<file path="config.mk">
export PLATFORM = sky130hd
export DESIGN_NAME = pes_demux_top
export DESIGN_NICKNAME = d
export VERILOG_FILES = /design/src/design/pes_pkg.sv /design/src/design/start_code_detector.sv /design/src/design/pes_header_parser.sv /design/src/design/time_stamp_parser.sv /design/src/design/sync_fifo.sv /design/src/design/pes_demux_top.sv
export SDC_FILE = /design/constraint.sdc
export NUM_CORES = 1
export LEC_CHECK = 0
export BUFFER_PORTS_ARGS = -buffer_cell sky130_fd_sc_hd__buf_4
export CAP_MARGIN = 20
export CORE_ASPECT_RATIO = 1.2
export CORE_UTILIZATION = 55
export DETAILED_ROUTE_END_ITERATION = 6
export PLACE_DENSITY = 0.75
export SLEW_MARGIN = 15
export SYNTH_ARGS = -nofsm -noshare
export SYNTH_HDL_FRONTEND = slang
export SYNTH_SLANG_ARGS = --single-unit
</file>
<file path="constraint.sdc">
create_clock -name read_signal -period 3.85 [get_ports read_signal]
set_input_delay 0.1925 -clock read_signal [delete_from_list [all_inputs] [get_ports read_signal]]
set_output_delay 0.1925 -clock read_signal [all_outputs]
set_load 0.01 [all_outputs]
</file>
<file path="src/design/pes_pkg.sv">
package pes_pkg;

  // ##################################################
  // time stamp record
  // ##################################################

  typedef enum logic [1:0] {
    TS_NONE    = 2'd0,  // 0F byte, no stamp
    TS_PTS     = 2'd1,
    TS_PTS_DTS = 2'd2
  } ts_kind_t;

  // 77 bits
  typedef struct packed {
    logic [7:0]  stream_id;
    ts_kind_t    kind;
    logic [32:0] pts;
    logic [32:0] dts;
    logic        marker_err;  // some marker bit was 0
  } ts_rec_t;

  // ##################################################
  // stream ids and special bytes
  // ##################################################

  localparam logic [7:0] AV_ID_MIN  = 8'hC0;  // first audio id
  localparam logic [7:0] AV_ID_MAX  = 8'hEF;  // last video id
  localparam logic [7:0] LEN_ID_MIN = 8'hBC;  // lower ids carry no length

  localparam logic [7:0] STUFF_BYTE = 8'hFF;
  localparam logic [7:0] NO_TS_BYTE = 8'h0F;

  // fifo depths, powers of two
  localparam int PAY_FIFO_DEPTH = 16;
  localparam int REC_FIFO_DEPTH = 4;

endpackage

</file>
<file path="src/design/start_code_detector.sv">
`timescale 1ns/1ns

module start_code_detector (
  input  logic       read_signal,
  input  logic       rst,
  input  logic [7:0] in_data,
  input  logic       take,
  input  logic       hunting,
  output logic       sc_hit,
  output logic [7:0] sc_id
);

  logic [1:0] zero_cnt;   // run of 00 bytes saturating at 2
  logic [1:0] zero_nxt;
  logic       prefix_ok;  // set once 00 00 01 is seen
  logic       step;

  assign step = take && hunting;

  // id byte is reported on the cycle it is accepted
  assign sc_hit = take && prefix_ok;
  assign sc_id  = prefix_ok ? in_data : 8'h00;

  always_comb
  begin
    if (in_data != 8'h00)
      zero_nxt = 2'd0;
    else if (zero_cnt == 2'd2)
      zero_nxt = 2'd2;
    else
      zero_nxt = zero_cnt + 2'd1;
  end

  always_ff @(posedge read_signal)
  begin
    if (rst || !hunting)
    begin
      zero_cnt  <= 2'd0;
      prefix_ok <= 1'b0;
    end
    else if (step)
    begin
      if (prefix_ok)
      begin
        prefix_ok <= 1'b0;  // start over after the id
        zero_cnt  <= zero_nxt;
      end
      else if (in_data == 8'h01 && zero_cnt == 2'd2)
      begin
        prefix_ok <= 1'b1;
        zero_cnt  <= 2'd0;
      end
      else
        zero_cnt <= zero_nxt;
    end
  end

endmodule

</file>
<file path="src/design/pes_header_parser.sv">
`timescale 1ns/1ns

module pes_header_parser (
  input  logic             read_signal,
  input  logic             rst,
  input  logic [7:0]       in_data,
  input  logic             in_valid,
  output logic             in_ready,
  output logic             hunting,
  input  logic             sc_hit,
  input  logic [7:0]       sc_id,
  output logic             ts_byte_valid,
  output logic [7:0]       ts_byte,
  input  logic             ts_done,
  input  pes_pkg::ts_rec_t ts_rec,
  output logic             pay_wr,
  output logic [7:0]       pay_byte,
  input  logic             pay_full,
  output logic             rec_wr,
  output pes_pkg::ts_rec_t rec_out,
  input  logic             rec_full
);

  typedef enum logic [2:0] {
    ST_HUNT,
    ST_LEN_HI,
    ST_LEN_LO,
    ST_HEADER,
    ST_TS,
    ST_PAYLOAD,
    ST_SKIP
  } state_t;

  state_t      state;
  logic        run;          // low until first cycle out of reset
  logic        take;
  logic        last_byte;
  logic        ts_first;     // first byte that is neither stuffing nor STD
  logic        std_pending;  // second STD byte still to drop
  logic [7:0]  len_hi;
  logic [15:0] count;        // bytes left in the packet
  logic [7:0]  stream_id;

  // ##################################################
  // handshake and routing
  // ##################################################

  assign in_ready  = run && !rec_full && !(state == ST_PAYLOAD && pay_full);
  assign take      = in_valid && in_ready;
  assign hunting   = (state == ST_HUNT);
  assign last_byte = (count == 16'd1);

  assign ts_first = (state == ST_HEADER) && !std_pending &&
                    (in_data != pes_pkg::STUFF_BYTE) && (in_data[7:6] != 2'b01);

  assign ts_byte_valid = take && (ts_first || state == ST_TS);
  assign ts_byte       = in_data;
  assign pay_wr        = take && (state == ST_PAYLOAD);
  assign pay_byte      = in_data;
  assign rec_wr        = ts_done;  // rec_full already holds off take

  always_comb
  begin
    rec_out           = ts_rec;
    rec_out.stream_id = stream_id;
  end

  // ##################################################
  // packet FSM
  // ##################################################

  always_ff @(posedge read_signal)
  begin
    if (rst)
    begin
      state       <= ST_HUNT;
      run         <= 1'b0;
      std_pending <= 1'b0;
      count       <= 16'd0;
    end
    else
    begin
      run <= 1'b1;
      if (take)
      begin
        case (state)
          ST_HUNT:
            if (sc_hit && sc_id >= pes_pkg::LEN_ID_MIN)
            begin
              stream_id <= sc_id;
              state     <= ST_LEN_HI;
            end
          ST_LEN_HI:
          begin
            len_hi <= in_data;
            state  <= ST_LEN_LO;
          end
          ST_LEN_LO:
          begin
            count       <= {len_hi, in_data};
            std_pending <= 1'b0;
            if ({len_hi, in_data} == 16'd0)
              state <= ST_HUNT;  // empty packet
            else if (stream_id >= pes_pkg::AV_ID_MIN && stream_id <= pes_pkg::AV_ID_MAX)
              state <= ST_HEADER;
            else
              state <= ST_SKIP;  // padding, private and the like
          end
          default:
          begin
            count <= count - 16'd1;
            if (last_byte)
              state <= ST_HUNT;
            else if (state == ST_HEADER)
            begin
              if (std_pending)
                std_pending <= 1'b0;
              else if (in_data[7:6] == 2'b01)
                std_pending <= 1'b1;
              if (ts_first)
                state <= ts_done ? ST_PAYLOAD : ST_TS;
            end
            else if (state == ST_TS && ts_done)
              state <= ST_PAYLOAD;
          end
        endcase
      end
    end
  end

endmodule

</file>
<file path="src/design/time_stamp_parser.sv">
`timescale 1ns/1ns

module time_stamp_parser (
  input  logic             read_signal,
  input  logic             rst,
  input  logic             ts_byte_valid,
  input  logic [7:0]       ts_byte,
  output logic             ts_done,
  output pes_pkg::ts_rec_t ts_rec
);

  logic [3:0]        idx;     // byte number in the field, 0..9
  pes_pkg::ts_kind_t kind_r;
  logic [32:0]       pts_r;
  logic [32:0]       dts_r;
  logic              merr_r;

  pes_pkg::ts_kind_t kind_n;
  logic [32:0]       pts_n;
  logic [32:0]       dts_n;
  logic              merr_n;
  logic [32:0]       cur;     // stamp being filled
  logic [3:0]        grp;     // byte number inside the 5 byte group
  logic              in_dts;
  logic              last;

  // ##################################################
  // byte decode
  // ##################################################

  assign in_dts = (idx >= 4'd5);
  assign grp    = in_dts ? idx - 4'd5 : idx;

  always_comb
  begin
    kind_n = kind_r;
    pts_n  = pts_r;
    dts_n  = dts_r;
    merr_n = merr_r;
    last   = 1'b0;
    cur    = in_dts ? dts_r : pts_r;

    case (grp)
      4'd0:
      begin
        cur[32:30] = ts_byte[3:1];
        merr_n     = merr_r | ~ts_byte[0];
      end
      4'd1: cur[29:22] = ts_byte;
      4'd2:
      begin
        cur[21:15] = ts_byte[7:1];
        merr_n     = merr_r | ~ts_byte[0];
      end
      4'd3: cur[14:7] = ts_byte;
      default:
      begin
        cur[6:0] = ts_byte[7:1];
        merr_n   = merr_r | ~ts_byte[0];
      end
    endcase

    if (in_dts)
      dts_n = cur;
    else
      pts_n = cur;

    // top nibble of the first byte picks the layout
    if (idx == 4'd0)
    begin
      dts_n  = 33'd0;
      merr_n = ~ts_byte[0];
      if (ts_byte[7:4] == 4'b0011)
        kind_n = pes_pkg::TS_PTS_DTS;
      else if (ts_byte[7:4] == 4'b0010)
        kind_n = pes_pkg::TS_PTS;
      else
      begin
        kind_n = pes_pkg::TS_NONE;
        pts_n  = 33'd0;
        merr_n = (ts_byte != pes_pkg::NO_TS_BYTE);  // unknown lead byte
        last   = 1'b1;
      end
    end

    if (idx == 4'd4 && kind_r == pes_pkg::TS_PTS)
      last = 1'b1;
    if (idx == 4'd9)
      last = 1'b1;
  end

  // last byte goes straight into the record
  assign ts_done = ts_byte_valid && last;
  assign ts_rec  = '{stream_id: 8'h00, kind: kind_n, pts: pts_n, dts: dts_n,
                     marker_err: merr_n};

  // ##################################################
  // field registers
  // ##################################################

  always_ff @(posedge read_signal)
  begin
    if (rst)
    begin
      idx    <= 4'd0;
      kind_r <= pes_pkg::TS_NONE;
    end
    else if (ts_byte_valid)
    begin
      idx    <= last ? 4'd0 : idx + 4'd1;
      kind_r <= kind_n;
    end
  end

  always_ff @(posedge read_signal)
  begin
    if (ts_byte_valid)
    begin
      pts_r  <= pts_n;
      dts_r  <= dts_n;
      merr_r <= merr_n;
    end
  end

endmodule

</file>
<file path="src/design/sync_fifo.sv">
`timescale 1ns/1ns

module sync_fifo #(
  parameter type data_t = logic [7:0],
  parameter int  DEPTH  = 16              // power of two
) (
  input  logic  read_signal,
  input  logic  rst,
  input  logic  wr,
  input  data_t wdata,
  output logic  full,
  output logic  rd_valid,
  input  logic  rd_ready,
  output data_t rdata
);

  data_t                      mem [DEPTH];
  logic [$clog2(DEPTH)-1:0]   wr_ptr;
  logic [$clog2(DEPTH)-1:0]   rd_ptr;
  logic [$clog2(DEPTH):0]     count;
  logic                       do_wr;
  logic                       do_rd;

  assign full     = (count == ($clog2(DEPTH) + 1)'(DEPTH));
  assign rd_valid = (count != '0);
  assign rdata    = mem[rd_ptr];  // held until popped

  assign do_wr = wr && !full;
  assign do_rd = rd_valid && rd_ready;

  always_ff @(posedge read_signal)
  begin
    if (do_wr)
      mem[wr_ptr] <= wdata;
  end

  always_ff @(posedge read_signal)
  begin
    if (rst)
    begin
      wr_ptr <= '0;
      rd_ptr <= '0;
      count  <= '0;
    end
    else
    begin
      if (do_wr)
        wr_ptr <= wr_ptr + 1'b1;  // wraps at DEPTH
      if (do_rd)
        rd_ptr <= rd_ptr + 1'b1;
      if (do_wr && !do_rd)
        count <= count + 1'b1;
      else if (do_rd && !do_wr)
        count <= count - 1'b1;
    end
  end

endmodule

</file>
<file path="src/design/pes_demux_top.sv">
`timescale 1ns/1ns

module pes_demux_top (
  input  logic             read_signal,
  input  logic             rst,
  input  logic [7:0]       in_data,
  input  logic             in_valid,
  output logic             in_ready,
  output logic [7:0]       pay_data,
  output logic             pay_valid,
  input  logic             pay_ready,
  output pes_pkg::ts_rec_t rec,
  output logic             rec_valid,
  input  logic             rec_ready
);

  logic             take;
  logic             hunting;
  logic             sc_hit;
  logic [7:0]       sc_id;
  logic             ts_byte_valid;
  logic [7:0]       ts_byte;
  logic             ts_done;
  pes_pkg::ts_rec_t ts_rec;
  logic             pay_wr;
  logic [7:0]       pay_byte;
  logic             pay_full;
  logic             rec_wr;
  pes_pkg::ts_rec_t rec_out;
  logic             rec_full;

  assign take = in_valid && in_ready;

  // ##################################################
  // front end
  // ##################################################

  start_code_detector sc_det (
    .read_signal(read_signal), .rst(rst),
    .in_data(in_data), .take(take), .hunting(hunting),
    .sc_hit(sc_hit), .sc_id(sc_id)
  );

  pes_header_parser hdr_parse (
    .read_signal(read_signal), .rst(rst),
    .in_data(in_data), .in_valid(in_valid), .in_ready(in_ready),
    .hunting(hunting), .sc_hit(sc_hit), .sc_id(sc_id),
    .ts_byte_valid(ts_byte_valid), .ts_byte(ts_byte),
    .ts_done(ts_done), .ts_rec(ts_rec),
    .pay_wr(pay_wr), .pay_byte(pay_byte), .pay_full(pay_full),
    .rec_wr(rec_wr), .rec_out(rec_out), .rec_full(rec_full)
  );

  time_stamp_parser ts_parse (
    .read_signal(read_signal), .rst(rst),
    .ts_byte_valid(ts_byte_valid), .ts_byte(ts_byte),
    .ts_done(ts_done), .ts_rec(ts_rec)
  );

  // ##################################################
  // output queues
  // ##################################################

  sync_fifo #(
    .data_t(logic [7:0]),
    .DEPTH (pes_pkg::PAY_FIFO_DEPTH)
  ) pay_fifo (
    .read_signal(read_signal), .rst(rst),
    .wr(pay_wr), .wdata(pay_byte), .full(pay_full),
    .rd_valid(pay_valid), .rd_ready(pay_ready), .rdata(pay_data)
  );

  sync_fifo #(
    .data_t(pes_pkg::ts_rec_t),
    .DEPTH (pes_pkg::REC_FIFO_DEPTH)
  ) rec_fifo (
    .read_signal(read_signal), .rst(rst),
    .wr(rec_wr), .wdata(rec_out), .full(rec_full),
    .rd_valid(rec_valid), .rd_ready(rec_ready), .rdata(rec)
  );

endmodule

</file>
After elaboration in Yosys (flattened, before gate mapping) --
Memories as Yosys holds them, arrays and structs flattened. A register that Yosys moved wholly into a read port is not among the register bits. Index checks and enable logic that the tools add are counted.
Word-level totals: register bits after elaboration 133, bits in writable memories 436, input port bits 13, output and inout port bits 88, logic and storage cells 182, memories kept 2
Memories:
- rec_fifo.mem | words 4, bits a word 77, read ports 1, clocked after Yosys merged registers in 1, wr ports 1, RTL line sync_fifo.sv:17 | data_t mem [DEPTH];
- pay_fifo.mem | words 16, bits a word 8, read ports 1, clocked after Yosys merged registers in 1, wr ports 1, RTL line sync_fifo.sv:17
Cells by class: $add $sub $neg 12, $lt $le $gt $ge 4, eq/ne operators 25, mux-type cells 61, bitwise logic cells 4, reductions and logical operators 55
Operator list (number):
- $mux 33 | 7
- $pmux 16 s2 | 1
- $mux 3 | 10
- $logic_and 1x1->1 | 25
- $mux 8 | 3
- $mux 1 | 22
- $eq 16x1->1 const B | 1
- $eq 4x2->1 const B | 4
- $ge 8x8->1 const B | 2
- $logic_not 16->1 | 1
- $mux 2 | 8
- $mux 4 | 4
- $sub 16x1->16 const B | 1
- $mux 7 | 2
- $add 4x1->4 const B | 3
- $reduce_and 4->1 | 3
- $mux 5 | 2
- $eq 3x3->1 const B | 3
- $logic_not 1->1 | 9
- $pmux 3 s3 | 1
- $eq 8x1->1 const B | 1
- $le 8x8->1 const B | 1
- $logic_not 4->1 | 2
- $ne 8x4->1 const B | 1
- 33 further kinds | 44

Longest topological paths before layout --
word-level depth 12, mapped depth 14, mapped depth without buffers 13

By module --
From an unflattened synthesis, not the netlist that was laid out.
Unflattened totals: cell total of the unflattened synthesis 1459, area, all modules 24074.3 um^2
By module, submodules not included:
- sync_fifo (rec_fifo) | times used 1, cells an instance 451, area an instance 11593.6 um^2, seq. area each 9429.0 um^2
- sync_fifo (pay_fifo) | times used 1, cells an instance 314, area an instance 5751.8 um^2, seq. area each 4184.0 um^2
- time_stamp_parser | times used 1, cells an instance 365, area an instance 3860.0 um^2, seq. area each 2132.0 um^2
- pes_header_parser | times used 1, cells an instance 300, area an instance 2607.5 um^2, seq. area each 900.9 um^2
- start_code_detector | times used 1, cells an instance 28, area an instance 255.2 um^2, seq. area each 60.1 um^2
- pes_demux_top | times used 1, cells an instance 1, area an instance 6.3 um^2, seq. area each 0.0 um^2

Worst setup path before layout --
No wires, ideal clock.
path kind flip-flop to flip-flop, from register ts_parse.idx[0], to memory rec_fifo.mem[1][0] in the netlist's numbering (enable), library setup time 0.444 ns, arrival 3.568 ns, required time 3.406 ns, path slack -0.162 ns, cell stages (with the launch flop) 8, buffers on the path 0, clock period less this slack 4.012 ns, path through dfxtp_1 > inv_1 > ha_1 > or3b_1 > a21oi_4 > nor3_2 > nor3_4 > and2_1
On the way: word-level cells in the longest chain between the ends 8, elaborated cells between the ends (all ways) 11, classes of those cells eq/ne (2); mux (5); reduce/logical (4)
Ends and longest elaborated chain:
- from (decl) | RTL line time_stamp_parser.sv:12 | logic [3:0] idx;
- from (signal assigned) | RTL line time_stamp_parser.sv:110 | idx <= last ? 4'd0 : idx + 4'd1;
- $logic_not 4->1 or $eq 4x3->1 (tied branches) | RTL line time_stamp_parser.sv:69, time_stamp_parser.sv:86
- $mux 1 or $logic_and 1x1->1 (tied branches) | RTL line time_stamp_parser.sv:69, time_stamp_parser.sv:86
- $mux 1 | RTL line time_stamp_parser.sv:86 | if (idx == 4'd4 && kind_r == pes_pkg::TS_PTS)
- $mux 1 (*) | RTL line time_stamp_parser.sv:88 | if (idx == 4'd9)
- $logic_and 1x1->1 (*) | RTL line time_stamp_parser.sv:93 | assign ts_done = ts_byte_valid && last;
- $logic_and 1x1->1 (*) | RTL line sync_fifo.sv:28 | assign do_wr = wr && !full;
- via rec_fifo.do_wr | RTL line sync_fifo.sv:21 | logic do_wr;
- $mux 1 (*) | RTL line sync_fifo.sv:33 | if (do_wr)
- $mux 1 (implied by the code) (*) | RTL line sync_fifo.sv:34 | mem[wr_ptr] <= wdata;
- to (decl) | RTL line sync_fifo.sv:17
Mark *: on every way through the listed nets, which the timed path passes. The rest lies on a longest branch.

Final worst setup path --
from register ts_parse.idx[1], to register rec_fifo.count[2]
On the way: word-level cells in the longest chain between the ends 9, elaborated cells between the ends (all ways) 14, classes of those cells eq/ne (2); mux (4); reduce/logical (8)
Ends and longest elaborated chain:
- $logic_not 4->1 or $eq 4x3->1 (tied branches) | RTL line time_stamp_parser.sv:69, time_stamp_parser.sv:86
- $mux 1 or $logic_and 1x1->1 (tied branches) | RTL line time_stamp_parser.sv:69, time_stamp_parser.sv:86
- $mux 1 | RTL line time_stamp_parser.sv:86
- $mux 1 (*) | RTL line time_stamp_parser.sv:88
- $logic_and 1x1->1 (*) | RTL line time_stamp_parser.sv:93
- $logic_and 1x1->1 (*) | RTL line sync_fifo.sv:28
- via rec_fifo.do_wr | RTL line sync_fifo.sv:21
- $logic_not 1->1 | RTL line sync_fifo.sv:53 | else if (do_rd && !do_wr)
- $logic_and 1x1->1 | RTL line sync_fifo.sv:53
- $reduce_bool 2->1 (no line)
- to (signal assigned) | RTL line sync_fifo.sv:52 | count <= count + 1'b1;
- to (signal assigned) | RTL line sync_fifo.sv:54 | count <= count - 1'b1;
- to (decl) | RTL line sync_fifo.sv:20 | logic [$clog2(DEPTH):0] count;
Marked as above. A chain may end at the register's enable or synchronous reset.

==> results.cfg <==
[power]
p_seq_frac = 0.565
p_sw_frac = 0.1929
combPwrFrac = 0.010
p_total_mw = 11.92
switching_power_mw = 2.298
clkPwrFrac = 0.425
p_leak_nw = 8.190
vdd_drop_max_uv = 379.5
p_int_mw = 9.619
power_density_nw_per_um2 = 456.4

[setup_path]
critPathTopFamily = simple AND/OR/NAND/NOR gates
crit_fanout = 12
start_kind = flip-flop
regToRegSetupSlack_ps = 560
cp_data_required_time_ps = 4340
arrival_ps = 3780
worst_path_max_delay_cell = nor4b_1
slowest_delay_ps = 460
path_cells = inv_1 -> ha_1 -> nand2_1 -> nor4b_1 -> nor3_2 -> nor3_4 -> ha_1 -> inv_1 -> fa_1 -> xor2_1 -> or3_1 -> a21oi_1
end_kind = flip-flop
timing_worst_setup_path_type = reg -> reg
crit_buf_inv = 2

[synthesis]
netlist_instances = 1315
ys_async_sr_fraction = 0
synth_cell_types = 61
synth_seq_cells = 575
syn-cell-area_um2 = 22880
yosysSeqAreaShare = 0.7302
synth_nets = 1351
avgSynthCellArea_um2 = 17.40
synth.yosys.warnings = 0
yosys_most_used_dff = edfxtp_1
synth_edf_count = 519

[grt]
grt_overflow_total = 0
grt_pass1_vias = 11930
grt_max_degree = 51
grt_usage = 0.2215
antenna_found_initial = 0
grt_pass1_wl_mm = 70.47

[cells_and_area]
drive_gt1_frac = 0.2351
diodes = 0
fillers = 2716
final_area_um2 = 26110
fin_nets = 1468
area_growth_pct = 14.14

[clock_tree]
ctsResizeCount = 0
clk_transition_reported_paths_ps = 70
cts_setup_buffers = 0
h-tree-depth = 2
cts_buffers = 54
clockBufferDepth = 3
cts_sinks = 575
post_cts_hold_buffer_count = 1
cts_root_buffer = clkbuf_16
clock_latency_ps = 590
cts_tree = built

[place]
port_buffers = 100
place_congestion = 0.8320
hpwl_mm = 28.04
placed_cell_area_um2 = 24420

[sta]
fin_tns_setup_ps = 0
max-slew-margin-rel = 0.3821
fin_crit_ps = 3291
clock.fmax_mhz = 303.8
tightest_slew_ps = 919.1
finalClockSkew_ps = 22.25
setup_viol = 0
report.final.slew_viol_count = 0
fin_crit_sh = 0.8549
hold_viol = 0
rsz0062_at_grt = no

[floorplan]
rows = 81
dieArea_um2 = 42420
die_w_um = 188.2
start_util = 0.5602
coreArea_um2 = 40840
ios = 101
die_y_um = 225.4

[hold_path]
hold_path_class = in -> reg

[routing]
ant_nets = 0
wirelength_mm = 46.44
vias = 12030
viasPerCell = 5.984
drt_iter0_markers = 899
firstDrtPassIters = 7
wl_per_cell_um = 23.09
drc = 0

[run_status]
status = finished clean

[run]
maxCapViolCount = 0
## logic make-up (layout without fill, tap and decap cells)
logic type	count (synthesis)	after routing	share of synthesized area
DFF	575	575	0.7302
muxes	164	164	0.1357
buffers and inverters	97	254	0.01668
and+or+nand+nor	315	315	0.06415
adders and majority gates	23	23	0.01323
AOI/OAI and AO/OA	126	126	0.03424
xor gates and xnor gates	15	15	0.005742
## path summary, 6_finish.rpt
path                                         start  depth (start not counted)                  to
worst max-delay path               ts_parse.idx[1]                         12   rec_fifo.count[2]
worst max register to register     ts_parse.idx[1]                         12   rec_fifo.count[2]
worst min register to register  pay_fifo.rd_ptr[1]                          2           flip-flop
worst min-delay path                    in_data[7]                          1  pay_fifo.mem[2][7]
## layout by cell type, fill, tap and decap left out, types with 3 or more instances in the layout
| cell | netlist | routed |
|---|---|---|
| or4_1 | 5 | 5 |
| and2_1 | 17 | 13 |
| nand2b_1 | 6 | 6 |
| and3_1 | 5 | 5 |
| mux4_2 | 117 | 117 |
| inv_1 | 25 | 24 |
| bufinv_16 | 0 | 4 |
| nand2_1 | 87 | 87 |
| a22oi_1 | 8 | 8 |
| clkbuf_1 | 57 | 10 |
| ha_1 | 21 | 21 |
| a211oi_1 | 6 | 6 |
| clkinv_1 | 0 | 10 |
| xor2_1 | 10 | 10 |
| dfxtp_1 | 56 | 52 |
| o31ai_1 | 3 | 3 |
| and2_4 | 0 | 4 |
| nor3_1 | 19 | 19 |
| o21ai_0 | 27 | 27 |
| nand3_1 | 15 | 15 |
| nor2_1 | 117 | 117 |
| a21oi_1 | 55 | 55 |
| nor4_1 | 11 | 10 |
| clkinv_2 | 0 | 13 |
| xnor2_1 | 5 | 5 |
| nand4_1 | 9 | 9 |
| clkbuf_16 | 0 | 54 |
| or3_1 | 6 | 6 |
| buf_4 | 2 | 120 |
| mux2i_1 | 47 | 47 |
| o22ai_1 | 3 | 3 |
| buf_12 | 0 | 11 |
| nor2b_1 | 3 | 3 |
| edfxtp_1 | 519 | 519 |
## cell usage after synthesis, drive strengths merged (5+ instances only)
cell	instances	share of area
edfxtp	519	0.68
mux4	117	0.12
nor2	117	0.019
nand2	87	0.014
clkbuf	57	0.0094
a21oi	56	0.013
dfxtp	56	0.049
mux2i	47	0.021
o21ai	28	0.0061
inv	25	0.0041
nor3	22	0.0057
ha	21	0.011
and2	17	0.0046
buf	15	0.0032
nand3	15	0.0033
nor4	12	0.0036
xor2	10	0.0038
nand4	9	0.0025
a22oi	8	0.0026
a211oi	7	0.0025
nand2b	6	0.0016
or3	6	0.0016
and3	5	0.0014
or4	5	0.0016
xnor2	5	0.0019
## metrics by stage
| stage | hold WS, ps | setup slack [ps] | instances | utilization |
|---|---|---|---|---|
| after detailed placement | 487.5 | 620.9 | 1914 | 0.5980 |
| after floorplan | 291.4 | 673.7 | 1315 | - |
| after CTS | 12.94 | 574.5 | 2011 | 0.6393 |
| after global placement | 473.2 | 732.8 | 1913 | 0.5978 |
| after global routing | 9.559 | 353.3 | 2011 | 0.6393 |
| final | 16.63 | 558.6 | 2011 | 0.6393 |
## flip-flops by register name (all words and copies together) (netlist names), 3 cells and up, named ones only
| name | count |
|---|---|
| pay_fifo.count | 5 |
| rec_fifo.count | 3 |
| pay_fifo.mem | 128 |
| ts_parse.idx | 4 |
| hdr_parse.len_hi | 8 |
| pay_fifo.rd_ptr | 4 |
| pay_fifo.wr_ptr | 4 |
| hdr_parse.state | 3 |
| ts_parse.pts_r | 33 |
| hdr_parse.count | 16 |
| rec_fifo.mem | 308 |
| hdr_parse.stream_id | 8 |
| ts_parse.dts_r | 33 |
## metal layers
layer	vias to the layer above	wire length [µm]	share of wire	global-route usage
met4	0	1001	0.022	0.06137
met3	67	2556	0.055	0.03395
met1	6191	18500	0.40	0.2872
li1	5382	-	-	-
met2	394	24380	0.52	0.3897
met5	-	0	0	0
## power by group through the flow
stage                     sequential [mW]  clock (mW)  combinational [mW]
after floorplan                      6.87           0              0.0437
after global placement               6.87           0               0.114
after detailed placement             6.87           0               0.118
after CTS                            6.73        5.13               0.119
after global routing                 6.73        5.35               0.126
final                                6.73        5.06               0.118
## area by class of cell
cell class / count / area (µm²) / share of cell area
clock buffer: 65 / 1403 / 0.05371
clock inverter: 31 / 277.8 / 0.01064
inverter: 25 / 93.84 / 0.003594
multi-input combinational: 643 / 5812 / 0.2226
sequential: 575 / 16720 / 0.6402
tap: 539 / 674.4 / 0.02583
timing repair buffer: 133 / 1136 / 0.04351
No activity file was read; power rests on OpenSTA's default activity.
